==> src/cpu_pkg.sv <==
////////////////////
// CPU shared definitions
// Widths, opcode and funct encodings, and the records passed between stages
////////////////////
package cpu_pkg;

    // Datapath and memory geometry
    localparam int WORD_W         = 32;
    localparam int MEM_ADDR_W     = 8;
    localparam int REG_ADDR_W     = 5;
    localparam int DATA_LOAD_BASE = 255;

    typedef logic [WORD_W-1:0] word_t;

    // Primary opcodes in bits 31..26
    localparam logic [5:0] OP_RTYPE = 6'd0;
    localparam logic [5:0] OP_ADDI  = 6'd1;
    localparam logic [5:0] OP_AND   = 6'd3;
    localparam logic [5:0] OP_OR    = 6'd4;
    localparam logic [5:0] OP_ANDI  = 6'd5;
    localparam logic [5:0] OP_ORI   = 6'd6;
    localparam logic [5:0] OP_SHIFT = 6'd7;
    localparam logic [5:0] OP_LW    = 6'd8;
    localparam logic [5:0] OP_SW    = 6'd9;
    localparam logic [5:0] OP_BEQ   = 6'd10;
    localparam logic [5:0] OP_BNE   = 6'd11;
    localparam logic [5:0] OP_J     = 6'd16;
    localparam logic [5:0] OP_SLT   = 6'd19;
    localparam logic [5:0] OP_SLTI  = 6'd20;

    // Funct codes, meaning depends on the opcode
    localparam logic [5:0] FN_ADD = 6'd0;
    localparam logic [5:0] FN_SUB = 6'd1;
    localparam logic [5:0] FN_SLL = 6'd0;
    localparam logic [5:0] FN_SRL = 6'd1;

    typedef enum logic [2:0] {
        ALU_ADD, ALU_SUB, ALU_AND, ALU_OR, ALU_SLL, ALU_SRL, ALU_SLT
    } alu_op_e;

    typedef enum logic [2:0] {
        CLS_ALU, CLS_LOAD, CLS_STORE, CLS_BRANCH_EQ, CLS_BRANCH_NE, CLS_JUMP, CLS_ILLEGAL
    } instr_class_e;

    // Fetch to decode
    typedef struct packed {
        logic [MEM_ADDR_W-1:0] pc;
        word_t                 instr;
    } fetch_out_t;

    // Decode to execute, target is the taken branch or jump address
    typedef struct packed {
        logic [MEM_ADDR_W-1:0] pc;
        instr_class_e          cls;
        alu_op_e               alu_op;
        word_t                 operand_a;
        word_t                 operand_b;
        word_t                 store_data;
        logic [REG_ADDR_W-1:0] dest;
        logic                  writes_reg;
        logic [MEM_ADDR_W-1:0] target;
    } decoded_t;

    // One record per completed instruction
    typedef struct packed {
        logic [MEM_ADDR_W-1:0] pc;
        logic                  writes_reg;
        logic [REG_ADDR_W-1:0] dest;
        word_t                 value;
        logic                  is_store;
        logic [MEM_ADDR_W-1:0] store_addr;
    } retire_t;

endpackage

==> src/reg_file.sv <==
////////////////////
// Register file
// 32 registers, two combinational reads, one write, r0 reads zero
////////////////////
`timescale 1ns/1ps

module reg_file
    import cpu_pkg::*;
(
    input  logic                  clk,
    input  logic                  arst_n,
    input  logic [REG_ADDR_W-1:0] ra_addr,
    input  logic [REG_ADDR_W-1:0] rb_addr,
    input  logic                  we,
    input  logic [REG_ADDR_W-1:0] waddr,
    input  word_t                 wdata,
    output word_t                 ra_data,
    output word_t                 rb_data
);

    word_t regs [2**REG_ADDR_W];

    // Writes to r0 are dropped so it never holds a value
    always_ff @(posedge clk or negedge arst_n) begin
        if (!arst_n) begin
            for (int i = 0; i < 2**REG_ADDR_W; i++) begin
                regs[i] <= '0;
            end
        end else if (we && waddr != '0) begin
            regs[waddr] <= wdata;
        end
    end

    // Reads are plain lookups because r0 holds zero from reset onward
    assign ra_data = regs[ra_addr];
    assign rb_data = regs[rb_addr];

endmodule

==> config.mk <==
export PLATFORM = sky130hd
export DESIGN_NAME = reg_file
export DESIGN_NICKNAME = d
export VERILOG_FILES = /design/src/cpu_pkg.sv /design/src/reg_file.sv
export SDC_FILE = /design/constraint.sdc
export NUM_CORES = 2
export LEC_CHECK = 0
export BUFFER_PORTS_ARGS = -buffer_cell sky130_fd_sc_hd__buf_2
export CORE_MARGIN = 4
export CORE_UTILIZATION = 60
export DETAILED_ROUTE_END_ITERATION = 6
export PLACE_DENSITY = 0.77
export SYNTH_ARGS = -nofsm -noshare
export SYNTH_HDL_FRONTEND = slang
export SYNTH_SLANG_ARGS = --single-unit
==> constraint.sdc <==
create_clock -name clk -period 5 [get_ports clk]
set_clock_uncertainty 0.1 [all_clocks]
set_input_delay 0.75 -clock clk [delete_from_list [all_inputs] [get_ports clk]]
set_output_delay 0.75 -clock clk [all_outputs]
set_load 0.005 [all_outputs]
# Word-level counts from Yosys, hierarchy flattened
# Index checks and enable logic that the tools add are counted.
# word_totals
regBits,1024
inputBits,50
output_inout_bits,64
# op_classes
order_cmp,4
muxes,9
bitwise,3
reduce_logical,3
# op_table
operator,n
$bwmux 1024,1
$bmux 32 s5,2
$demux 32 s5,1
$mux 32,5
$ge 6x6->1 const B,3
$not 5->6,3
$lt 6x1->1 const B,1
$reduce_bool 5->1,1
$logic_and 1x1->1,2

# Longest topological paths before layout
# logic_depth
ltp_word,6
depth_mapped,8

# Worst setup path after synthesis
# OpenSTA, ideal clock, no wires.
# synth_path
path_kind,input-to-output
startpoint,in ra_addr[1]
endpoint,out ra_data[11]
t_arrival_ns,1.959
slack_ns,2.191
stages,8
n_path_buf,4
path_cell_list,buf_2 buf_4 buf_2 buf_2 mux2i_1 nand2_1 a31oi_1 nand3_1
# synth_between
elab_chain_len,4
# synth_rtl
item,line,source
start: declaration,reg_file.sv:12,"input logic [REG_ADDR_W-1:0] ra_addr,"
$not 5->6 (implied by the code),reg_file.sv:35,assign ra_data = regs[ra_addr];
$bmux 32 s5,reg_file.sv:35,
$mux 32 (implied by the code) (2 in series),reg_file.sv:35,
end: declaration,reg_file.sv:17,"output word_t ra_data,"
# Every way passes these cells. The select of a mux whose other input is x is not followed.

# Worst setup path after layout
# layout_path
startpoint,in ra_addr[2]
endpoint,out ra_data[13]
# The elaborated chain is that of the path after synthesis.

==> metrics.txt <==
# TYPE chip_impl_metric gauge
chip_impl_info{name="run_status",value="finished, violations left"} 1
chip_impl_info{name="violations_in_the_final_reports",value="hold timing"} 1
chip_impl_metric{name="hold_viol_final",unit=""} 5
chip_impl_metric{name="dr_total_vias",unit=""} 39900
chip_impl_metric{name="grt_first_pass_wirelength",unit="mm"} 254
chip_impl_metric{name="crit_path_max_incr_delay",unit="ns"} 0.88
chip_impl_info{name="cts-root-buf",value="clkbuf_16"} 1
chip_impl_info{name="top_usage_layer",value="met2"} 1
chip_impl_metric{name="grt_antenna_before_repair",unit=""} 9
chip_impl_metric{name="r2r_cells",unit=""} 1
chip_impl_metric{name="synth_cell_types",unit=""} 28
chip_impl_metric{name="fraction_of_layout_cells_with_a_size_suffix_above_1",unit="%"} 31.3
chip_impl_metric{name="worst_case_clock_buffer_depth",unit=""} 3
chip_impl_metric{name="final_design_area_no_fill",unit="um2"} 61100
chip_impl_metric{name="p_leak",unit="nW"} 29.0
chip_impl_metric{name="cts_max_level",unit=""} 3
chip_impl_metric{name="fillCellCount",unit=""} 6856
chip_impl_metric{name="setup_total_negative_slack",unit="ns"} 0
chip_impl_info{name="worstSetupPathType",value="primary input to output port"} 1
chip_impl_metric{name="met1_usage",unit="%"} 46.2
chip_impl_metric{name="die_width",unit="um"} 313
chip_impl_metric{name="ys.warnings.count",unit=""} 0
chip_impl_info{name="worstSetupEndpointType",value="output port"} 1
chip_impl_metric{name="post_synth_instance_area",unit="um2"} 55900
chip_impl_metric{name="globalRouteMet3Util",unit="%"} 7.29
chip_impl_metric{name="first_global_vias",unit=""} 40500
chip_impl_metric{name="globalRoute.totalOverflow",unit=""} 0
chip_impl_metric{name="place_congestion",unit=""} 0.874
chip_impl_info{name="critPathSlowestCell",value="nor2b_4"} 1
chip_impl_metric{name="routed_wire_length_per_instance",unit="um"} 29.1
chip_impl_metric{name="hold_buffers",unit=""} 0
chip_impl_metric{name="yosysSeqAreaShare",unit="%"} 45.8
chip_impl_metric{name="seq_area",unit="um2"} 25600
chip_impl_metric{name="hpwl",unit="mm"} 98.8
chip_impl_info{name="crit-reg2reg-capture",value="regs[671]"} 1
chip_impl_info{name="critical_path.cell_chain",value="buf_2 -> nor2b_4 -> buf_4 -> a22o_1 -> nor3_1 -> a31oi_1 -> nand3_1 -> buf_2"} 1
chip_impl_metric{name="drt-vias-per-instance",unit=""} 6.85
chip_impl_metric{name="synthesis.area_per_instance",unit="um2"} 12.2
chip_impl_metric{name="powerDensity",unit="nW/um2"} 395
chip_impl_info{name="crit_path_start_kind",value="primary input"} 1
chip_impl_metric{name="first_drt_pass_iteration_count",unit=""} 6
chip_impl_metric{name="final_nets",unit=""} 4535
chip_impl_metric{name="placedInstanceArea",unit="um2"} 57300
chip_impl_info{name="grt_setup_unrepaired",value="false"} 1
chip_impl_info{name="cp_common_cell",value="buf_2"} 1
chip_impl_info{name="hp-class",value="primary input to asynchronous set/reset pin"} 1
chip_impl_metric{name="slew-limit-headroom",unit="%"} 12.9
chip_impl_metric{name="pin_count",unit=""} 114
chip_impl_metric{name="clkTransAtPathRegs",unit="ns"} 0.06
chip_impl_metric{name="max-vdd-ir-drop",unit="V"} 0.000300
chip_impl_metric{name="start_util",unit="%"} 60.8
chip_impl_metric{name="finalCriticalPeriod",unit="ns"} 4.03
chip_impl_metric{name="largest_reg_flops",unit=""} 1024
chip_impl_metric{name="std_cell_rows",unit=""} 111
chip_impl_metric{name="timing.hold.ws",unit="ns"} -0.0214
chip_impl_metric{name="clock_sinks",unit=""} 1024
chip_impl_metric{name="final_min_period_over_clock_period",unit="%"} 80.7
chip_impl_metric{name="routed_wl",unit="mm"} 169
chip_impl_metric{name="global_route_met2_usage",unit="%"} 52.8
chip_impl_metric{name="critical_path_peak_fanout",unit=""} 21
chip_impl_metric{name="power.total",unit="mW"} 24.1
chip_impl_metric{name="required",unit="ns"} 4.15
chip_impl_metric{name="arrival",unit="ns"} 3.18
chip_impl_metric{name="multi_input_area",unit="um2"} 27900
chip_impl_metric{name="cts_post_setup_buffers_inserted",unit=""} 0
chip_impl_metric{name="floorplan.die_area",unit="um2"} 98200
chip_impl_metric{name="synth_nets",unit=""} 4651
chip_impl_metric{name="num_cts_buffers",unit=""} 108
chip_impl_metric{name="max_slew.worst_pin.slew",unit="ns"} 1.30
chip_impl_metric{name="die_span_in_y",unit="um"} 313
chip_impl_metric{name="grt_util_all_layers",unit="%"} 33.9
chip_impl_metric{name="report.final.setup_viol",unit=""} 0
chip_impl_metric{name="worstSkewPairLatency",unit="ns"} 0.67
chip_impl_info{name="layout.cells.most_common_list",value="mux2i_1, dfrtp_1, mux2_2, nand3_1, nand2_1"} 1
chip_impl_metric{name="total_of_flip_flops_plus_latches_after_synthesis",unit=""} 1024
chip_impl_info{name="registers.top_by_ff_count",value="regs"} 1
chip_impl_info{name="yosysTopAreaCell",value="dfrtp_1"} 1
chip_impl_metric{name="grt_max_degree",unit=""} 121
chip_impl_metric{name="antenna_left",unit=""} 0
chip_impl_metric{name="synth_cells",unit=""} 4601
chip_impl_metric{name="core_area",unit="um2"} 92100
chip_impl_metric{name="timing.final.max_slew_violations",unit=""} 0
chip_impl_info{name="cpLargestDelayFamily",value="simple AND/OR/NAND/NOR gates"} 1
chip_impl_info{name="largest_registers",value="regs (1024)"} 1
chip_impl_metric{name="area_growth_from_synthesis_to_layout",unit="%"} 9.16
chip_impl_metric{name="drt_first_iter_violations",unit=""} 4049
chip_impl_metric{name="max_cap_viol_count",unit=""} 0
chip_impl_metric{name="fmax",unit="MHz"} 248
chip_impl_info{name="synth.top_cells.by_area",value="dfrtp_1, mux2_2, mux2i_1"} 1
chip_impl_metric{name="drt_drc_violations_left",unit=""} 0
chip_impl_metric{name="buf_inv_on_cp",unit=""} 3
chip_impl_info{name="tritoncts",value="built"} 1
chip_impl_metric{name="ctsResizeCount",unit=""} 0
chip_impl_metric{name="synth_top_area_share",unit="%"} 45.8
chip_impl_metric{name="timing.reg2reg.setup_slack",unit="ns"} 4.08
chip_impl_info{name="r2r-start",value="regs[671]"} 1
chip_impl_metric{name="placement.io_buffers",unit=""} 113
==> final cells by class <==
cell class,instances,share of cell area [%]
Clock buffer,154,5.22
Timing Repair Buffer,247,3.67
Multi-Input combinational cell,3104,45.7
Tap cell,1243,2.55
Clock inverter,44,0.854
Antenna cell,4,0.0164
Sequential cell,1024,42.0
==> routing by layer <==
| layer | vias to the layer above | routed length (um) |
|---|---|---|
| met5 | - | 33 |
| met1 | 20600 | 69000 |
| met2 | 1955 | 76800 |
| met3 | 549 | 15000 |
| met4 | 4 | 8210 |
| li1 | 16700 | - |
==> logic make-up (layout without fill, tap and decap cells) <==
| family | Yosys count | count (layout) | share of synthesized area (%) |
|---|---|---|---|
| simple gates | 512 | 512 | 4.39 |
| flops | 1024 | 1024 | 45.8 |
| mux | 2016 | 2016 | 38.3 |
| other cells | 0 | 4 | 0 |
| buf+inv | 473 | 445 | 4.50 |
| compound gates | 576 | 576 | 7.01 |
==> where the power goes <==
group          switching [mW]  internal (mW)  leakage [nW]
registers                1.21           9.87          13.1
logic                    2.23           2.42          14.1
clock network            3.43           4.94          1.82
total                    6.87           17.2          29.0
==> cells in the mapped netlist <==
cell	n
mux2_2	953
or2_2	3
nor2_4	16
nor2b_1	4
nand2_1	210
a22oi_1	192
buf_6	48
mux2_1	39
clkbuf_1	224
buf_2	111
nand3_1	194
or3b_4	1
mux2i_1	1024
nor3b_2	3
dfrtp_1	1024
nand2b_1	4
and3_1	1
nor2_1	3
a22o_1	128
a31oi_1	64
buf_1	26
nor3b_1	1
and2_1	2
buf_4	64
and3b_1	1
nand3b_1	4
a21oi_1	192
nor3_1	65
==> worst max path at each step <==
stage	start	to	slack, ns	depth (start not counted)
after floorplan	ra_addr[1]	ra_data[11]	2.19	8
after CTS	ra_addr[2]	ra_data[17]	1.08	7
final	ra_addr[2]	ra_data[13]	0.97	8
after global placement	ra_addr[2]	ra_data[17]	1.12	7
after global routing	ra_addr[2]	ra_data[13]	0.93	8
after detailed placement	ra_addr[2]	ra_data[17]	1.09	7
==> through the flow <==
step	hold slack (ns)	worst slack [ns]	std cells	utilization (%)
after floorplan	0.349	2.19	4601	-
after global placement	0.284	1.12	5618	62.3
after detailed placement	0.290	1.09	5618	62.3
after CTS	0.0316	1.08	5816	66.3
after global routing	0.0563	0.931	5818	66.3
final	-0.0214	0.967	5820	66.3
Power figures use the tool's default switching activity.
