### src/cpu_pkg.sv
////////////////////
// CPU shared definitions
// Widths, opcode and funct encodings, and the records passed between stages
////////////////////
package cpu_pkg;

    // Datapath and memory geometry
    localparam int WORD_W         = 32;
    localparam int MEM_ADDR_W     = 8;
    localparam int REG_ADDR_W     = 5;
    localparam int DATA_LOAD_BASE = 255;

    typedef logic [WORD_W-1:0] word_t;

    // Primary opcodes in bits 31..26
    localparam logic [5:0] OP_RTYPE = 6'd0;
    localparam logic [5:0] OP_ADDI  = 6'd1;
    localparam logic [5:0] OP_AND   = 6'd3;
    localparam logic [5:0] OP_OR    = 6'd4;
    localparam logic [5:0] OP_ANDI  = 6'd5;
    localparam logic [5:0] OP_ORI   = 6'd6;
    localparam logic [5:0] OP_SHIFT = 6'd7;
    localparam logic [5:0] OP_LW    = 6'd8;
    localparam logic [5:0] OP_SW    = 6'd9;
    localparam logic [5:0] OP_BEQ   = 6'd10;
    localparam logic [5:0] OP_BNE   = 6'd11;
    localparam logic [5:0] OP_J     = 6'd16;
    localparam logic [5:0] OP_SLT   = 6'd19;
    localparam logic [5:0] OP_SLTI  = 6'd20;

    // Funct codes, meaning depends on the opcode
    localparam logic [5:0] FN_ADD = 6'd0;
    localparam logic [5:0] FN_SUB = 6'd1;
    localparam logic [5:0] FN_SLL = 6'd0;
    localparam logic [5:0] FN_SRL = 6'd1;

    typedef enum logic [2:0] {
        ALU_ADD, ALU_SUB, ALU_AND, ALU_OR, ALU_SLL, ALU_SRL, ALU_SLT
    } alu_op_e;

    typedef enum logic [2:0] {
        CLS_ALU, CLS_LOAD, CLS_STORE, CLS_BRANCH_EQ, CLS_BRANCH_NE, CLS_JUMP, CLS_ILLEGAL
    } instr_class_e;

    // Fetch to decode
    typedef struct packed {
        logic [MEM_ADDR_W-1:0] pc;
        word_t                 instr;
    } fetch_out_t;

    // Decode to execute, target is the taken branch or jump address
    typedef struct packed {
        logic [MEM_ADDR_W-1:0] pc;
        instr_class_e          cls;
        alu_op_e               alu_op;
        word_t                 operand_a;
        word_t                 operand_b;
        word_t                 store_data;
        logic [REG_ADDR_W-1:0] dest;
        logic                  writes_reg;
        logic [MEM_ADDR_W-1:0] target;
    } decoded_t;

    // One record per completed instruction
    typedef struct packed {
        logic [MEM_ADDR_W-1:0] pc;
        logic                  writes_reg;
        logic [REG_ADDR_W-1:0] dest;
        word_t                 value;
        logic                  is_store;
        logic [MEM_ADDR_W-1:0] store_addr;
    } retire_t;

endpackage

### src/program_loader.sv
////////////////////
// Program loader
// Turns load strobes into memory writes and starts the core
////////////////////
`timescale 1ns/1ps

module program_loader
    import cpu_pkg::*;
(
    input  logic                  clk,
    input  logic                  arst_n,
    input  logic                  load_valid,
    input  logic                  load_to_data,
    input  word_t                 load_word,
    input  logic                  start,
    output logic                  imem_we,
    output logic [MEM_ADDR_W-1:0] imem_waddr,
    output word_t                 imem_wdata,
    output logic                  dmem_load_we,
    output logic [MEM_ADDR_W-1:0] dmem_load_addr,
    output word_t                 dmem_load_data,
    output logic [MEM_ADDR_W-1:0] final_addr,
    output logic                  run_enable
);

    logic [MEM_ADDR_W-1:0] instr_addr;
    logic [MEM_ADDR_W-1:0] data_addr;

    // Loads are honoured only while the core is not yet running
    assign imem_we        = load_valid && !load_to_data && !run_enable;
    assign dmem_load_we   = load_valid && load_to_data && !run_enable;
    assign imem_waddr     = instr_addr;
    assign dmem_load_addr = data_addr;
    assign imem_wdata     = load_word;
    assign dmem_load_data = load_word;

    // Instructions fill upward from 0, data fills downward from the top
    always_ff @(posedge clk or negedge arst_n) begin
        if (!arst_n) begin
            instr_addr <= '0;
            data_addr  <= MEM_ADDR_W'(DATA_LOAD_BASE);
            final_addr <= '0;
            run_enable <= 1'b0;
        end else if (!run_enable) begin
            if (imem_we) instr_addr <= instr_addr + 1'b1;
            if (dmem_load_we) data_addr <= data_addr - 1'b1;
            // The instruction count becomes the end address
            if (start) begin
                final_addr <= instr_addr;
                run_enable <= 1'b1;
            end
        end
    end

endmodule

### config.mk
export PLATFORM = sky130hd
export DESIGN_NAME = program_loader
export DESIGN_NICKNAME = d
export VERILOG_FILES = /design/src/cpu_pkg.sv /design/src/program_loader.sv
export SDC_FILE = /design/constraint.sdc
export NUM_CORES = 1
export LEC_CHECK = 0
export BUFFER_PORTS_ARGS = -buffer_cell sky130_fd_sc_hd__buf_4
export CORE_ASPECT_RATIO = 1.4
export CORE_MARGIN = 5
export CORE_UTILIZATION = 35
export CTS_CLUSTER_SIZE = 28
export DETAILED_ROUTE_END_ITERATION = 10
export PLACE_DENSITY = 0.77
export SKIP_CTS_REPAIR_TIMING = 1
export SLEW_MARGIN = 5
export SYNTH_ARGS = -nofsm -noshare
export SYNTH_HDL_FRONTEND = slang
export SYNTH_SLANG_ARGS = --single-unit
### constraint.sdc
create_clock -name clk -period 1.3 [get_ports clk]
set_clock_uncertainty 0.2 [all_clocks]
set_input_delay 0.065 -clock clk [delete_from_list [all_inputs] [get_ports clk]]
set_output_delay 0.065 -clock clk [all_outputs]
set_load 0.01 [all_outputs]
After elaboration in Yosys (flattened, before gate mapping)
Cells that the tools add are included.
{"block": "classes", "add_sub_neg": 2, "n_mux": 2, "bitwise": 1, "reduce_logical": 9}
{"op": "8-bit by 1-bit adder with 8-bit output (second input constant)", "count": 1}
{"op": "8-bit by 1-bit subtractor with 8-bit output (second input constant)", "count": 1}
{"op": "2-bit AND reduction", "count": 3}
{"op": "1-bit logical AND", "count": 4}
{"op": "1-bit zero test", "count": 2}
{"op": "1-bit two-way mux", "count": 2}
{"op": "1-bit NOT", "count": 1}
{"block": "word_totals", "regBits": 25, "inputBits": 37, "output_inout_bits": 91, "word_cells": 18}

Logic depth before layout (Yosys ltp)
{"block": "logic_depth", "word_depth": 4, "depth_mapped": 4, "ltp_nobuf": 4}

Worst setup path before layout
OpenSTA, ideal clock, no wires.
{"block": "synth_path", "path_type": "reg-to-reg", "startpoint": "register run_enable", "endpoint": "register instr_addr[1] (netlist: imem_waddr[1])", "setup_time_ns": 0.127, "t_arrival_ns": 1.192, "required_ns": 0.973, "setup_slack_ns": -0.220, "path_stages_with_launch": 3, "n_path_buf": 0, "synth_period_minus_slack_ns": 1.520, "cell_sequence": "dfrtp_1 -> nor3b_4 -> mux2_1"}
{"block": "synth_via", "elab_chain_len": 3, "word_cells_on_any_way": 4, "cone_classes": "1 x bitwise; 3 x reduce/logical"}
{"item": "start: declaration", "line": "program_loader.sv:23", "rtl": "output logic run_enable"}
{"item": "start signal: assignment", "line": "program_loader.sv:43", "rtl": "run_enable <= 1'b0;"}
{"item": "start signal: assignment", "line": "program_loader.sv:50", "rtl": "run_enable <= 1'b1;"}
{"item": "1-bit zero test"}
{"item": "1-bit logical AND", "line": "program_loader.sv:30", "rtl": "assign imem_we = load_valid && !load_to_data && !run_enable;"}
{"item": "named net imem_we", "line": "program_loader.sv:16", "rtl": "output logic imem_we,"}
{"item": "2-bit AND reduction (no source line)"}
{"item": "end signal: assignment", "line": "program_loader.sv:45", "rtl": "if (imem_we) instr_addr <= instr_addr + 1'b1;"}
{"item": "end: declaration", "line": "program_loader.sv:26", "rtl": "logic [MEM_ADDR_W-1:0] instr_addr;"}
The timed path passes the listed nets, and every way through them passes these cells.
A chain may end at the register's enable or synchronous reset.

Worst setup path after layout
{"block": "layout_path", "startpoint": "register data_addr[2] (netlist: dmem_load_addr[2])", "endpoint": "register data_addr[5] (netlist: dmem_load_addr[5])"}
{"block": "layout_via", "elab_chain_len": 1}
{"item": "start: declaration", "line": "program_loader.sv:27", "rtl": "logic [MEM_ADDR_W-1:0] data_addr;"}
{"item": "start signal: assignment", "line": "program_loader.sv:41", "rtl": "data_addr <= MEM_ADDR_W'(DATA_LOAD_BASE);"}
{"item": "start signal: assignment", "line": "program_loader.sv:46", "rtl": "if (dmem_load_we) data_addr <= data_addr - 1'b1;"}
{"item": "8-bit by 1-bit subtractor with 8-bit output", "line": "program_loader.sv:46"}
No other way between the ends.

==> impl_metrics.csv <==
group,metric,value,unit
pwr,finalPower,0.00175,W
detailed_routing,antenna_violating_nets_post_route,0,
setup_path,cp_data_arrival_time,1.53,ns
cts,tritoncts_num_sinks,25,
setup_path,path_max_fanout,3,
synth,synthesis.yosys.warnings,0,
timing,hold_violations,1,
detailed_routing,post-route-drc-count,0,
timing,slew_viol_final,0,
timing,post-route-worst-setup-slack,-0.220,ns
detailed_routing,totalWireLength,3470,um
cells_and_area,total_number_of_nets_in_the_final_design,212,
cells_and_area,area.sequential,637,sq um
detailed_routing,route.vias.total,1058,
timing,period_minus_slack,1.52,ns
pwr,power.share.combinational,25.4,%
cts,clock_tree.htree_level_count,1,
cts,cts_tree,"yes",
cells_and_area,area_occupied_by_multi_input_gates,532,sq um
cells_and_area,antenna_cells_inserted,0,
place,placedInstanceArea,1500,sq um
setup_path,required,1.30,ns
pwr,reg_power_share,48.5,%
worst_hold_path,worst_hold_startpoint,"load_valid",
detailed_routing,detail_routed_net_length_per_standard_cell,14.9,um
floorplan,coreArea,4270,sq um
pwr,power.density,815,nW/um^2
place,detailed_place_hpwl,1980,um
setup_path,crit-reg2reg-capture,"dmem_load_addr[5]$_DFFE_PN1P_",
detailed_routing,drtPass1Iterations,3,
timing,fmax_achieved,658,MHz
grt,grt_pass1_wl,4110,um
cts,numCtsBuffers,3,
cells_and_area,stdcell_area,2150,sq um
setup_path,worst-r2r-cell-count,3,
cts,clk_latency,0.27,ns
synth,netlist_top_cells_area,"sky130_fd_sc_hd__buf_4, sky130_fd_sc_hd__dfrtp_1, sky130_fd_sc_hd__dfstp_2",
floorplan,initial_core_util,36.2,%
setup_path,endpoint_kind,"register",
setup_path,worst_r2r_src,"dmem_load_addr[2]$_DFFE_PN1P_",
cts,clk_pin_slew_worst_paths,0.08,ns
place,finalWeightedCongestion,0.764,
pwr,switching_power,0.000486,W
pwr,ir_worst_vdd,0.356,mV
floorplan,placementRows,28,
grt,grt_overflow,0,
detailed_routing,detail_route.vias_per_cell,4.56,
outcome,run_status,"finished with violations",
floorplan,floorplan.die.width,66.2,um
pwr,power.leakage,1.02,nW
synth,synthesis.instances,142,
synth,mappedNetlistNets,181,
setup_path,rrSetupSlack,-0.22,ns
synth,avgSynthCellArea,10.9,sq um
synth,synthDominantCellAreaShare,31.1,%
cts,clk_path_buf_depth,2,
grt,gr_util_all_layers,9.09,%
synth,synth_top_cell_by_area,"sky130_fd_sc_hd__buf_4",
worst_hold_path,min_delay_worst_endpoint,"dmem_load_addr[3]$_DFFE_PN1P_",
cells_and_area,final_layout_size_suffix_gt1_share,58.7,%
timing,timing.slew.headroom,79.5,%
timing,hold_slack,-0.0103,ns
synth,netlist_area,1550,sq um
cells_and_area,filler_cell_count,375,
detailed_routing,number_of_drc_markers_after_the_initial_detailed_route_iteration,50,
setup_path,cp-start-kind,"register",
floorplan,die_h,88.7,um
floorplan,io-pin-count,128,
place,portBuffers,31,
worst_hold_path,worstHoldPathCells,4,
cells_and_area,area_delta_synth_final,39.1,%
setup_path,timing_worst_setup_path_type,"register to register",
grt,pin_count_of_the_biggest_net_entering_global_routing,26,
pwr,power.share.clock,26.2,%
worst_hold_path,hp-class,"input port to register",
outcome,failed_checks,"hold timing, setup timing",
synth,synth.lib_cells_used.distinct,25,
job,drv.max_cap_violation_count,0,
grt,vias_in_the_first_global_route,884,
cts,cts_root_buf,"sky130_fd_sc_hd__clkbuf_8",
synth,yosys_register_bits,25,
timing,worst_slew_pin_slew,0.308,ns
pwr,netSwitchingFraction,27.7,%
synth,sequential_area_share_after_synthesis,41.1,%
timing,rsz0062_at_grt,"true",
timing,setup_viol_count_final,27,
grt,grt_antenna_before_repair,0,
pwr,internal_power,0.00127,W
floorplan,die_area,5870,sq um
timing,fin_crit_sh,117,%
[worst max-delay path, cell delays in order, from the launching register on]
cell and delay, ns:
sky130_fd_sc_hd__dfstp_2 0.39, sky130_fd_sc_hd__or4_4 0.57, sky130_fd_sc_hd__nor3_4 0.14, sky130_fd_sc_hd__xor2_1 0.15
[metal layers]
metal,wire (um),vias up,GRT usage (%)
li1,-,462,-
met1,1100,504,9.20
met2,1860,89,16.3
met3,468,3,2.29
met4,38,0,5.91
met5,0,-,0
[cell type report]
| class | count | share of cell area [%] |
|---|---|---|
| inverters | 3 | 0.873 |
| clock buffers | 4 | 2.09 |
| well taps | 60 | 3.49 |
| repair buffers | 91 | 39.2 |
| multi-input cells | 49 | 24.7 |
| flip-flops and latches | 25 | 29.6 |
[sequential cells by signal, indices dropped and copies added (netlist names)]
register	cells
dmem_load_addr	8
final_addr	8
imem_waddr	8
run_enable	1
[stage by stage]
stage,hold slack (ns),utilization [%],cells,TNS (ns),worst slack (ns)
floorplan,-0.431,-,142,-1.16,-0.173
global placement,-0.219,35.2,185,-0.621,-0.140
detailed placement,-0.213,35.2,185,-0.973,-0.161
CTS,-0.515,36.2,189,-1.99,-0.271
global route,0.0111,50.3,232,-3.39,-0.256
finish,-0.0103,50.3,232,-2.03,-0.220
[cells in the final DEF, fill, tap and decap left out, types with 2 or more instances in the layout]
cell type / synthesis / layout
sky130_fd_sc_hd__buf_4: 64 / 37
sky130_fd_sc_hd__dlygate4sd3_1: 0 / 34
sky130_fd_sc_hd__buf_6: 0 / 20
sky130_fd_sc_hd__dfrtp_1: 17 / 16
sky130_fd_sc_hd__mux2_2: 8 / 8
sky130_fd_sc_hd__dfstp_2: 8 / 8
sky130_fd_sc_hd__xnor2_1: 11 / 7
sky130_fd_sc_hd__nand4_1: 4 / 4
sky130_fd_sc_hd__xnor2_2: 0 / 4
sky130_fd_sc_hd__clkbuf_8: 0 / 3
sky130_fd_sc_hd__and3_1: 2 / 2
sky130_fd_sc_hd__nand2_2: 0 / 2
sky130_fd_sc_hd__xor2_1: 2 / 2
sky130_fd_sc_hd__nand3_2: 0 / 2
sky130_fd_sc_hd__o21ai_2: 0 / 2
[cells by family after synthesis]
logic type               Yosys count  share of synthesized area, %
XOR/XNOR                          13                          7.36
buffers and inverters             68                          32.1
AO/OA/AOI/OAI                      3                          1.21
flip-flops                        25                          41.1
AND/OR/NAND/NOR                   22                          10.0
adder cells (fa/ha/maj)            2                          1.62
multiplexers                       9                          6.55
[synthesized netlist by cell type]
master and n:
sky130_fd_sc_hd__buf_4 64, sky130_fd_sc_hd__dfrtp_1 17, sky130_fd_sc_hd__xnor2_1 11, sky130_fd_sc_hd__dfstp_2 8, sky130_fd_sc_hd__mux2_2 8, sky130_fd_sc_hd__nand2_1 4, sky130_fd_sc_hd__nand4_1 4, sky130_fd_sc_hd__inv_1 3
sky130_fd_sc_hd__nand3_1 3, sky130_fd_sc_hd__and3_1 2, sky130_fd_sc_hd__ha_1 2, sky130_fd_sc_hd__o21ai_0 2, sky130_fd_sc_hd__xor2_1 2, sky130_fd_sc_hd__buf_2 1, sky130_fd_sc_hd__mux2_1 1, sky130_fd_sc_hd__nand2b_1 1
sky130_fd_sc_hd__nand3b_4 1, sky130_fd_sc_hd__nor2_1 1, sky130_fd_sc_hd__nor3_1 1, sky130_fd_sc_hd__nor3_2 1, sky130_fd_sc_hd__nor3b_4 1, sky130_fd_sc_hd__nor4_1 1, sky130_fd_sc_hd__o41ai_1 1, sky130_fd_sc_hd__or2_2 1
sky130_fd_sc_hd__or4_4 1
[worst max path at each step]
stage	start	end	slack [ns]
2_1_floorplan	run_enable$_DFF_PN0_	imem_waddr[1]$_DFFE_PN0P_	-0.17
3_3_place_gp	dmem_load_addr[2]$_DFFE_PN1P_	dmem_load_addr[5]$_DFFE_PN1P_	-0.14
4_1_cts	run_enable$_DFF_PN0_	imem_we	-0.27
6_report	dmem_load_addr[2]$_DFFE_PN1P_	dmem_load_addr[5]$_DFFE_PN1P_	-0.22
5_1_grt	dmem_load_addr[2]$_DFFE_PN1P_	dmem_load_addr[5]$_DFFE_PN1P_	-0.26
3_5_place_dp	dmem_load_addr[2]$_DFFE_PN1P_	dmem_load_addr[5]$_DFFE_PN1P_	-0.16
[power groups by stage]
| stage | combinational [W] | sequential (W) | clock, W |
|---|---|---|---|
| finish | 0.000445 | 0.000849 | 0.000458 |
| global route | 0.000476 | 0.000853 | 0.000512 |
| CTS | 0.000206 | 0.000840 | 0.000471 |
| detailed placement | 0.000204 | 0.000855 | 0 |
| global placement | 0.000202 | 0.000853 | 0 |
| floorplan | 0.000258 | 0.000873 | 0 |
Power figures use the tool's default switching activity.
