[src/cpu_pkg.sv]
////////////////////
// CPU shared definitions
// Widths, opcode and funct encodings, and the records passed between stages
////////////////////
package cpu_pkg;

    // Datapath and memory geometry
    localparam int WORD_W         = 32;
    localparam int MEM_ADDR_W     = 8;
    localparam int REG_ADDR_W     = 5;
    localparam int DATA_LOAD_BASE = 255;

    typedef logic [WORD_W-1:0] word_t;

    // Primary opcodes in bits 31..26
    localparam logic [5:0] OP_RTYPE = 6'd0;
    localparam logic [5:0] OP_ADDI  = 6'd1;
    localparam logic [5:0] OP_AND   = 6'd3;
    localparam logic [5:0] OP_OR    = 6'd4;
    localparam logic [5:0] OP_ANDI  = 6'd5;
    localparam logic [5:0] OP_ORI   = 6'd6;
    localparam logic [5:0] OP_SHIFT = 6'd7;
    localparam logic [5:0] OP_LW    = 6'd8;
    localparam logic [5:0] OP_SW    = 6'd9;
    localparam logic [5:0] OP_BEQ   = 6'd10;
    localparam logic [5:0] OP_BNE   = 6'd11;
    localparam logic [5:0] OP_J     = 6'd16;
    localparam logic [5:0] OP_SLT   = 6'd19;
    localparam logic [5:0] OP_SLTI  = 6'd20;

    // Funct codes, meaning depends on the opcode
    localparam logic [5:0] FN_ADD = 6'd0;
    localparam logic [5:0] FN_SUB = 6'd1;
    localparam logic [5:0] FN_SLL = 6'd0;
    localparam logic [5:0] FN_SRL = 6'd1;

    typedef enum logic [2:0] {
        ALU_ADD, ALU_SUB, ALU_AND, ALU_OR, ALU_SLL, ALU_SRL, ALU_SLT
    } alu_op_e;

    typedef enum logic [2:0] {
        CLS_ALU, CLS_LOAD, CLS_STORE, CLS_BRANCH_EQ, CLS_BRANCH_NE, CLS_JUMP, CLS_ILLEGAL
    } instr_class_e;

    // Fetch to decode
    typedef struct packed {
        logic [MEM_ADDR_W-1:0] pc;
        word_t                 instr;
    } fetch_out_t;

    // Decode to execute, target is the taken branch or jump address
    typedef struct packed {
        logic [MEM_ADDR_W-1:0] pc;
        instr_class_e          cls;
        alu_op_e               alu_op;
        word_t                 operand_a;
        word_t                 operand_b;
        word_t                 store_data;
        logic [REG_ADDR_W-1:0] dest;
        logic                  writes_reg;
        logic [MEM_ADDR_W-1:0] target;
    } decoded_t;

    // One record per completed instruction
    typedef struct packed {
        logic [MEM_ADDR_W-1:0] pc;
        logic                  writes_reg;
        logic [REG_ADDR_W-1:0] dest;
        word_t                 value;
        logic                  is_store;
        logic [MEM_ADDR_W-1:0] store_addr;
    } retire_t;

endpackage

[src/decode_stage.sv]
////////////////////
// Decode stage
// Classifies the instruction, reads operands and registers the record
////////////////////
`timescale 1ns/1ps

module decode_stage
    import cpu_pkg::*;
(
    input  logic                  clk,
    input  logic                  arst_n,
    input  logic                  fetch_valid,
    input  fetch_out_t            fetch_out,
    input  word_t                 ra_data,
    input  word_t                 rb_data,
    output logic [REG_ADDR_W-1:0] ra_addr,
    output logic [REG_ADDR_W-1:0] rb_addr,
    output logic                  dec_valid,
    output decoded_t              dec
);

    logic [5:0]            opcode;
    logic [5:0]            funct;
    logic [REG_ADDR_W-1:0] rd;
    logic [15:0]           imm16;
    word_t                 imm_s;
    word_t                 imm_z;
    decoded_t              nxt;

    assign opcode  = fetch_out.instr[31:26];
    assign ra_addr = fetch_out.instr[25:21];
    assign rb_addr = fetch_out.instr[20:16];
    assign rd      = fetch_out.instr[15:11];
    assign funct   = fetch_out.instr[5:0];
    assign imm16   = fetch_out.instr[15:0];
    assign imm_s   = {{(WORD_W-16){imm16[15]}}, imm16};
    assign imm_z   = {{(WORD_W-16){1'b0}}, imm16};

    always_comb begin
        logic [REG_ADDR_W-1:0] dest_sel;
        // Default is an R-type shape that writes nothing
        nxt            = '0;
        nxt.pc         = fetch_out.pc;
        nxt.cls        = CLS_ILLEGAL;
        nxt.alu_op     = ALU_ADD;
        nxt.operand_a  = ra_data;
        nxt.operand_b  = rb_data;
        nxt.store_data = rb_data;
        dest_sel       = rd;
        case (opcode)
            OP_RTYPE: begin
                nxt.cls    = (funct == FN_ADD || funct == FN_SUB) ? CLS_ALU : CLS_ILLEGAL;
                nxt.alu_op = (funct == FN_SUB) ? ALU_SUB : ALU_ADD;
            end
            OP_AND:  {nxt.cls, nxt.alu_op} = {CLS_ALU, ALU_AND};
            OP_OR:   {nxt.cls, nxt.alu_op} = {CLS_ALU, ALU_OR};
            OP_SLT:  {nxt.cls, nxt.alu_op} = {CLS_ALU, ALU_SLT};
            // I-type arithmetic writes rt
            OP_ADDI: {nxt.cls, nxt.alu_op, nxt.operand_b, dest_sel} =
                {CLS_ALU, ALU_ADD, imm_s, rb_addr};
            OP_SLTI: {nxt.cls, nxt.alu_op, nxt.operand_b, dest_sel} =
                {CLS_ALU, ALU_SLT, imm_s, rb_addr};
            // Logical immediates are zero-extended
            OP_ANDI: {nxt.cls, nxt.alu_op, nxt.operand_b, dest_sel} =
                {CLS_ALU, ALU_AND, imm_z, rb_addr};
            OP_ORI:  {nxt.cls, nxt.alu_op, nxt.operand_b, dest_sel} =
                {CLS_ALU, ALU_OR, imm_z, rb_addr};
            OP_SHIFT: begin
                nxt.cls       = (funct == FN_SLL || funct == FN_SRL) ? CLS_ALU : CLS_ILLEGAL;
                nxt.alu_op    = (funct == FN_SRL) ? ALU_SRL : ALU_SLL;
                nxt.operand_b = {{(WORD_W-5){1'b0}}, imm16[4:0]};
                dest_sel      = rb_addr;
            end
            // Memory ops form the address as rs plus the signed offset
            OP_LW:   {nxt.cls, nxt.operand_b, dest_sel} = {CLS_LOAD, imm_s, rb_addr};
            OP_SW:   {nxt.cls, nxt.operand_b} = {CLS_STORE, imm_s};
            // Branches compare rs and rt through a subtract
            OP_BEQ:  {nxt.cls, nxt.alu_op} = {CLS_BRANCH_EQ, ALU_SUB};
            OP_BNE:  {nxt.cls, nxt.alu_op} = {CLS_BRANCH_NE, ALU_SUB};
            OP_J:    nxt.cls = CLS_JUMP;
            default: nxt.cls = CLS_ILLEGAL;
        endcase
        nxt.writes_reg = (nxt.cls == CLS_ALU || nxt.cls == CLS_LOAD) && dest_sel != '0;
        nxt.dest       = nxt.writes_reg ? dest_sel : '0;
        nxt.target     = (opcode == OP_J) ? fetch_out.instr[MEM_ADDR_W-1:0]
                                          : fetch_out.pc + 1'b1 + imm16[MEM_ADDR_W-1:0];
    end

    always_ff @(posedge clk or negedge arst_n) begin
        if (!arst_n) dec_valid <= 1'b0;
        else         dec_valid <= fetch_valid;
    end

    always_ff @(posedge clk) begin
        if (fetch_valid) dec <= nxt;
    end

endmodule

[config.mk]
export PLATFORM = sky130hd
export DESIGN_NAME = decode_stage
export DESIGN_NICKNAME = d
export VERILOG_FILES = /design/src/cpu_pkg.sv /design/src/decode_stage.sv
export SDC_FILE = /design/constraint.sdc
export NUM_CORES = 1
export LEC_CHECK = 0
export BUFFER_PORTS_ARGS = -buffer_cell sky130_fd_sc_hd__buf_4
export CAP_MARGIN = 20
export CORE_MARGIN = 1
export CORE_UTILIZATION = 50
export DETAILED_ROUTE_END_ITERATION = 6
export PLACE_DENSITY = 0.85
export SLEW_MARGIN = 10
export SYNTH_ARGS = -nofsm -noshare
export SYNTH_HDL_FRONTEND = slang
export SYNTH_SLANG_ARGS = --single-unit
[constraint.sdc]
create_clock -name clk -period 0.8 [get_ports clk]
set_clock_uncertainty 0.1 [all_clocks]
set_input_delay 0.08 -clock clk [delete_from_list [all_inputs] [get_ports clk]]
set_output_delay 0.08 -clock clk [all_outputs]
set_load 0.1 [all_outputs]
==> results of run 1 <==
[cell usage after synthesis, drive strengths merged (2+ instances only)]
library cell and count:
nor2b 2, or2 3, xnor2 3, o21a 4
o21bai 3, nor4b 4, nor4 2, and3 2
mux2i 5, nand3 2, mux2 6, a2111oi 2
nor2 18, edfxtp 124, nand2 15, nor3b 2
clkbuf 6, or4 4, buf 21, a21o 17
nand2b 3, o211ai 2, nor3 10, a21oi 12
o31ai 2, inv 5, a22o 11, ha 7
o21ai 5, a31oi 2
[per-stage QoR]
stage               instance area [um^2]  cells  utilization [%]  setup TNS (ps)
floorplan                           5410    324                -          -73790
global placement                    7642    726            77.12          -65250
detailed placement                  7642    726            77.12          -66840
[cell families after synthesis]
group / share of synthesized area [%]
compound gates: 10.25
xor+xnor: 0.6773
fa+ha+maj: 2.080
buf+inv: 4.160
flops: 72.45
mux: 2.273
simple gates: 8.102
==> summary.txt, run 1 <==
Status
  • Fail Step: 4_1_cts
  • Status: aborted with a tool error
  • Stop err: [ERROR DPL-0038] Utilization greater than 100%, impossible to legalize

Synthesis
  • Commonest register cell after synthesis: edfxtp_1
  • Async SR Flop Fraction: 0.8000%
  • Register bit total from synthesis: 125
  • Mapped Nets: 439
  • YS warnings: 0
  • Post-synth cell types: 56
  • Area share of the largest cell type after synthesis: 71.97%
  • Sequential share of the synthesized area: 72.45%
  • Synth Cell Area: 0.005174 mm^2
  • Synth Area per Inst: 15.97 um^2
  • Area contributors post-synth: edfxtp_1 (72%), a21o_1 (2.5%), a22o_1 (1.9%)
  • Count of mapped cells out of synthesis: 324
  • Cell taking the most area after synthesis: edfxtp_1
  • Post-synth EDFFs: 124

Floorplanning
  • Die width: 103.7 um
  • DIE HEIGHT: 103.7 um
  • Ports: 242
  • Initial Util: 52.21%
  • Rows: 36

Place
  • Pre-CTS setup slack: -1104 ps
  • Port Buffers: 231
  • RD Place Congestion: 0.8865
  • HPWL after DPL: 11910 um

Clocking
  • CTS-repair resized insts: 206
  • Root buffer cell: clkbuf_8
  • Total CTS buffers: 17
  • Clock Tree Buf Depth: 2
  • Hold_buf cts: 78
  • Number of H-tree levels: 4
  • Post-CTS Setup Bufs: 18
  • # clock sinks: 125
==> inputs of run 2 (changes only) <==
--- a/config.mk
+++ b/config.mk
@@ -8,9 +8,9 @@
 export BUFFER_PORTS_ARGS = -buffer_cell sky130_fd_sc_hd__buf_4
 export CAP_MARGIN = 20
 export CORE_MARGIN = 1
-export CORE_UTILIZATION = 50
+export CORE_UTILIZATION = 39
 export DETAILED_ROUTE_END_ITERATION = 6
-export PLACE_DENSITY = 0.85
+export PLACE_DENSITY_LB_ADDON = 0.15
 export SLEW_MARGIN = 10
 export SYNTH_ARGS = -nofsm -noshare
 export SYNTH_HDL_FRONTEND = slang
==> summary.txt, run 2 <==
Hold path
  • Hold Path Sink: dec[55]$_DFFE_PP_
  • Min-Delay Path Depth: 2
  • Origin of the worst min-delay path: fetch_out[9]
  • Min-delay worst type: in2reg

Synthesis
  • Synth Area per Inst: 15.97 um^2 (unchanged)
  • Sequential share of the synthesized area: 72.45% (unchanged)
  • Post-synth cell types: 56 (unchanged)
  • Async SR Flop Fraction: 0.8000% (unchanged)
  • YS warnings: 0 (unchanged)
  • Most instantiated cells after synthesis: edfxtp_1 (124), a21o_1 (17), nor2_1 (17)
  • Register bit total from synthesis: 125 (unchanged)
  • Cell taking the most area after synthesis: edfxtp_1
  • Most frequent cell after synthesis: edfxtp_1
  • Area contributors post-synth: edfxtp_1 (72%), a21o_1 (2.5%), a22o_1 (1.9%)
  • Commonest register cell after synthesis: edfxtp_1
  • Synth Cell Area: 0.005174 mm^2 (unchanged)
  • Mapped Nets: 439 (unchanged)
  • Area share of the largest cell type after synthesis: 71.97% (unchanged)
  • Post-synth EDFFs: 124 (unchanged)
  • Count of mapped cells out of synthesis: 324 (unchanged)

STA
  • Final hold violations: 19
  • Achievable Freq: 672.1 MHz
  • Worst-margin pin slew: 533.8 ps
  • Final setup fails: 177
  • Final period util: 186.0%
  • Setup ws final: -687.8 ps
  • Slew Limit Fails: 0
  • Final hold slack: -128.2 ps
  • Worst rel slew slack: 63.91%
  • RSZ-0062 raised after global routing: true
  • TNS Setup: -72140 ps
  • Minimum clock period: 1488 ps

Clocking
  • Root buffer cell: clkbuf_16
  • Hold_buf cts: 74 (-5.1%)
  • Total CTS buffers: 17 (unchanged)
  • Number of H-tree levels: 4 (unchanged)
  • CTS tree: yes
  • Clock Pin Slew Worst Setup and Hold Paths: 60 ps
  • Clock Tree Buf Depth: 2 (unchanged)
  • # clock sinks: 125 (unchanged)

Cells and area
  • Area growth from synthesis to final layout: 97.73%
  • Final core utilization: 80.09%
  • Max FFs per register: 124
  • Most frequent cells in the layout: buf_6 (148), buf_4 (146), edfxtp_1 (124)
  • Share of layout cells above drive strength 1: 57.85%
  • Most common cell after layout, fill and taps aside: buf_6
  • Finished Layout Cells: 898
  • Layout Nets: 828
  • Filler Cell Count: 650
  • Largest regs: dec: 124 flops, dec_valid: 1 flops
  • Ant diodes: 0
  • Top reg by flops: dec

Pwr
  • Max VDD drop: 0.001082 V
  • Leak pwr: 4.338 nW
  • Pwr Density: 2322 mW/mm^2

Worst setup path
  • Max stage delay on crit path: 540 ps
  • Crit-path cells: buf_8 -> or4_4 -> nor2_4 -> buf_4 -> buf_6 -> nand2_4 -> a2111oi_4 -> a211o_1
  • Max stage delay cell, worst path: or4_4
  • Critical path required time: 970 ps
  • Worst-path maximum fanout: 3
  • CP Capture Type: flip-flop
  • CP startpoint kind: input pin
  • CP arrival: 1660 ps
  • WS Path Type: in2reg

Detailed routing
  • Final wirelength: 17670 um
  • DR vias/cell: 4.884
  • Post-route DRC: 0
  • WL/cell: 19.68 um
  • Drt initial violations: 227
  • TritonRoute pass-1 iters: 4
  • Via count: 4386
  • Antenna-violating nets left: 0

Place
  • HPWL after DPL: 10120 um (-15%)
  • Port Buffers: 231 (unchanged)
  • Placed insts: 763 (+5.1%)
  • RD Place Congestion: 0.7909 (-11%)

Status
  • Violated checks: hold timing, setup timing
  • Status: finished with violations

Floorplanning
  • Die width: 117.2 um (+13%)
  • Ports: 242 (unchanged)
  • DIE HEIGHT: 117.2 um (+13%)
  • Core area: 0.01277 mm^2
  • Initial Util: 40.50% (-12 points)
  • Rows: 41 (+14%)
  • Die ar.: 0.01373 mm^2

Global route
  • GRT Util Overall: 25.11%
  • Largest net degree at the start of global routing: 36
  • Remaining Overflow, GRT: 0
  • Initial antenna violation count: 0
  • Vias in the first global route: 4598
  • First-pass GRT wire length: 24700 um

Job
  • MaxCap Viol Count: 0
==> run 2: cell counts after synthesis <==
No cell type changed its count.
==> run 2: cell families (layout without fill, tap and decap cells) <==
group                      after synthesis  count (layout)  synth area share (%)
muxes                                   11              11                 2.273
AOI/OAI and AO/OA                       70              70                 10.25
and+or+nand+nor                         74              74                 8.102
adders and majority gates                8               8                 2.080
buffers and inverters                   32             434                 4.160
DFF                                    125             125                 72.45
xor gates and xnor gates                 4               4                0.6773
==> run 2: layout make-up <==
| cell class | count | area [um^2] | area share, % |
|---|---|---|---|
| clock inverter | 15 | 161.4 | 1.578 |
| clock buffer | 17 | 425.4 | 4.159 |
| sequential | 125 | 3752 | 36.68 |
| timing repair buffer | 397 | 4061 | 39.70 |
| tap | 172 | 215.2 | 2.104 |
| multi-input combinational | 167 | 1578 | 15.42 |
| inverter | 5 | 36.28 | 0.3547 |
==> run 2: repair_timing <==
action                     in CTS  in global routing
pin swaps                      32                 19
setup buffers                  19                  8
hold endpoints to repair      117                 18
gates resized for setup       197                 37
gates cloned                    3                  2
setup endpoints to repair     177                178
==> run 2: how the worst max path moves through the flow <==
stage	startpoint	end	slack, ps
2_1_floorplan	fetch_out[2]	dec[8]$_DFFE_PP_	-950
4_1_cts	fetch_out[2]	dec[8]$_DFFE_PP_	-640
3_5_place_dp	fetch_out[2]	dec[8]$_DFFE_PP_	-1130
5_1_grt	fetch_out[2]	dec[110]$_DFFE_PP_	-690
6_report	fetch_out[2]	dec[110]$_DFFE_PP_	-690
3_3_place_gp	fetch_out[2]	dec[8]$_DFFE_PP_	-1100
==> run 2: worst max-delay path, delay by kind of cell <==
kind	cells	cell delay [ps]
buffers and inverters	3	330
AO/OA/AOI/OAI	2	520
AND/OR/NAND/NOR	3	740
==> run 2: report_power, final <==
part	switching [mW]	internal [mW]	total (mW)
clock network	3.08	4.63	7.72
registers	0.288	7.88	8.16
logic	5.38	2.49	7.88
==> run 2: per-layer routing <==
metal,vias to the layer above,wire length (um),global-route usage [%]
met4,0,306,9.451
met2,173,9557,45.33
met1,2147,6648,27.56
li1,2043,-,-
met5,-,0,0
met3,23,1156,7.878
==> run 2: stage by stage <==
step / hold WS [ps] / power (mW) / cell area (um^2) / setup slack [ps]
2_1_floorplan: -315.6 / 13.16 / 5410 / -954.1
3_3_place_gp: -244.2 / 14.82 / 7689 / -1098
3_5_place_dp: -242.0 / 14.89 / 7689 / -1125
4_1_cts: -154.9 / 23.54 / 10030 / -644.5
5_1_grt: -147.1 / 24.42 / 10230 / -694.7
6_report: -128.2 / 23.76 / 10230 / -687.8
(Power assumes the default switching activity.)
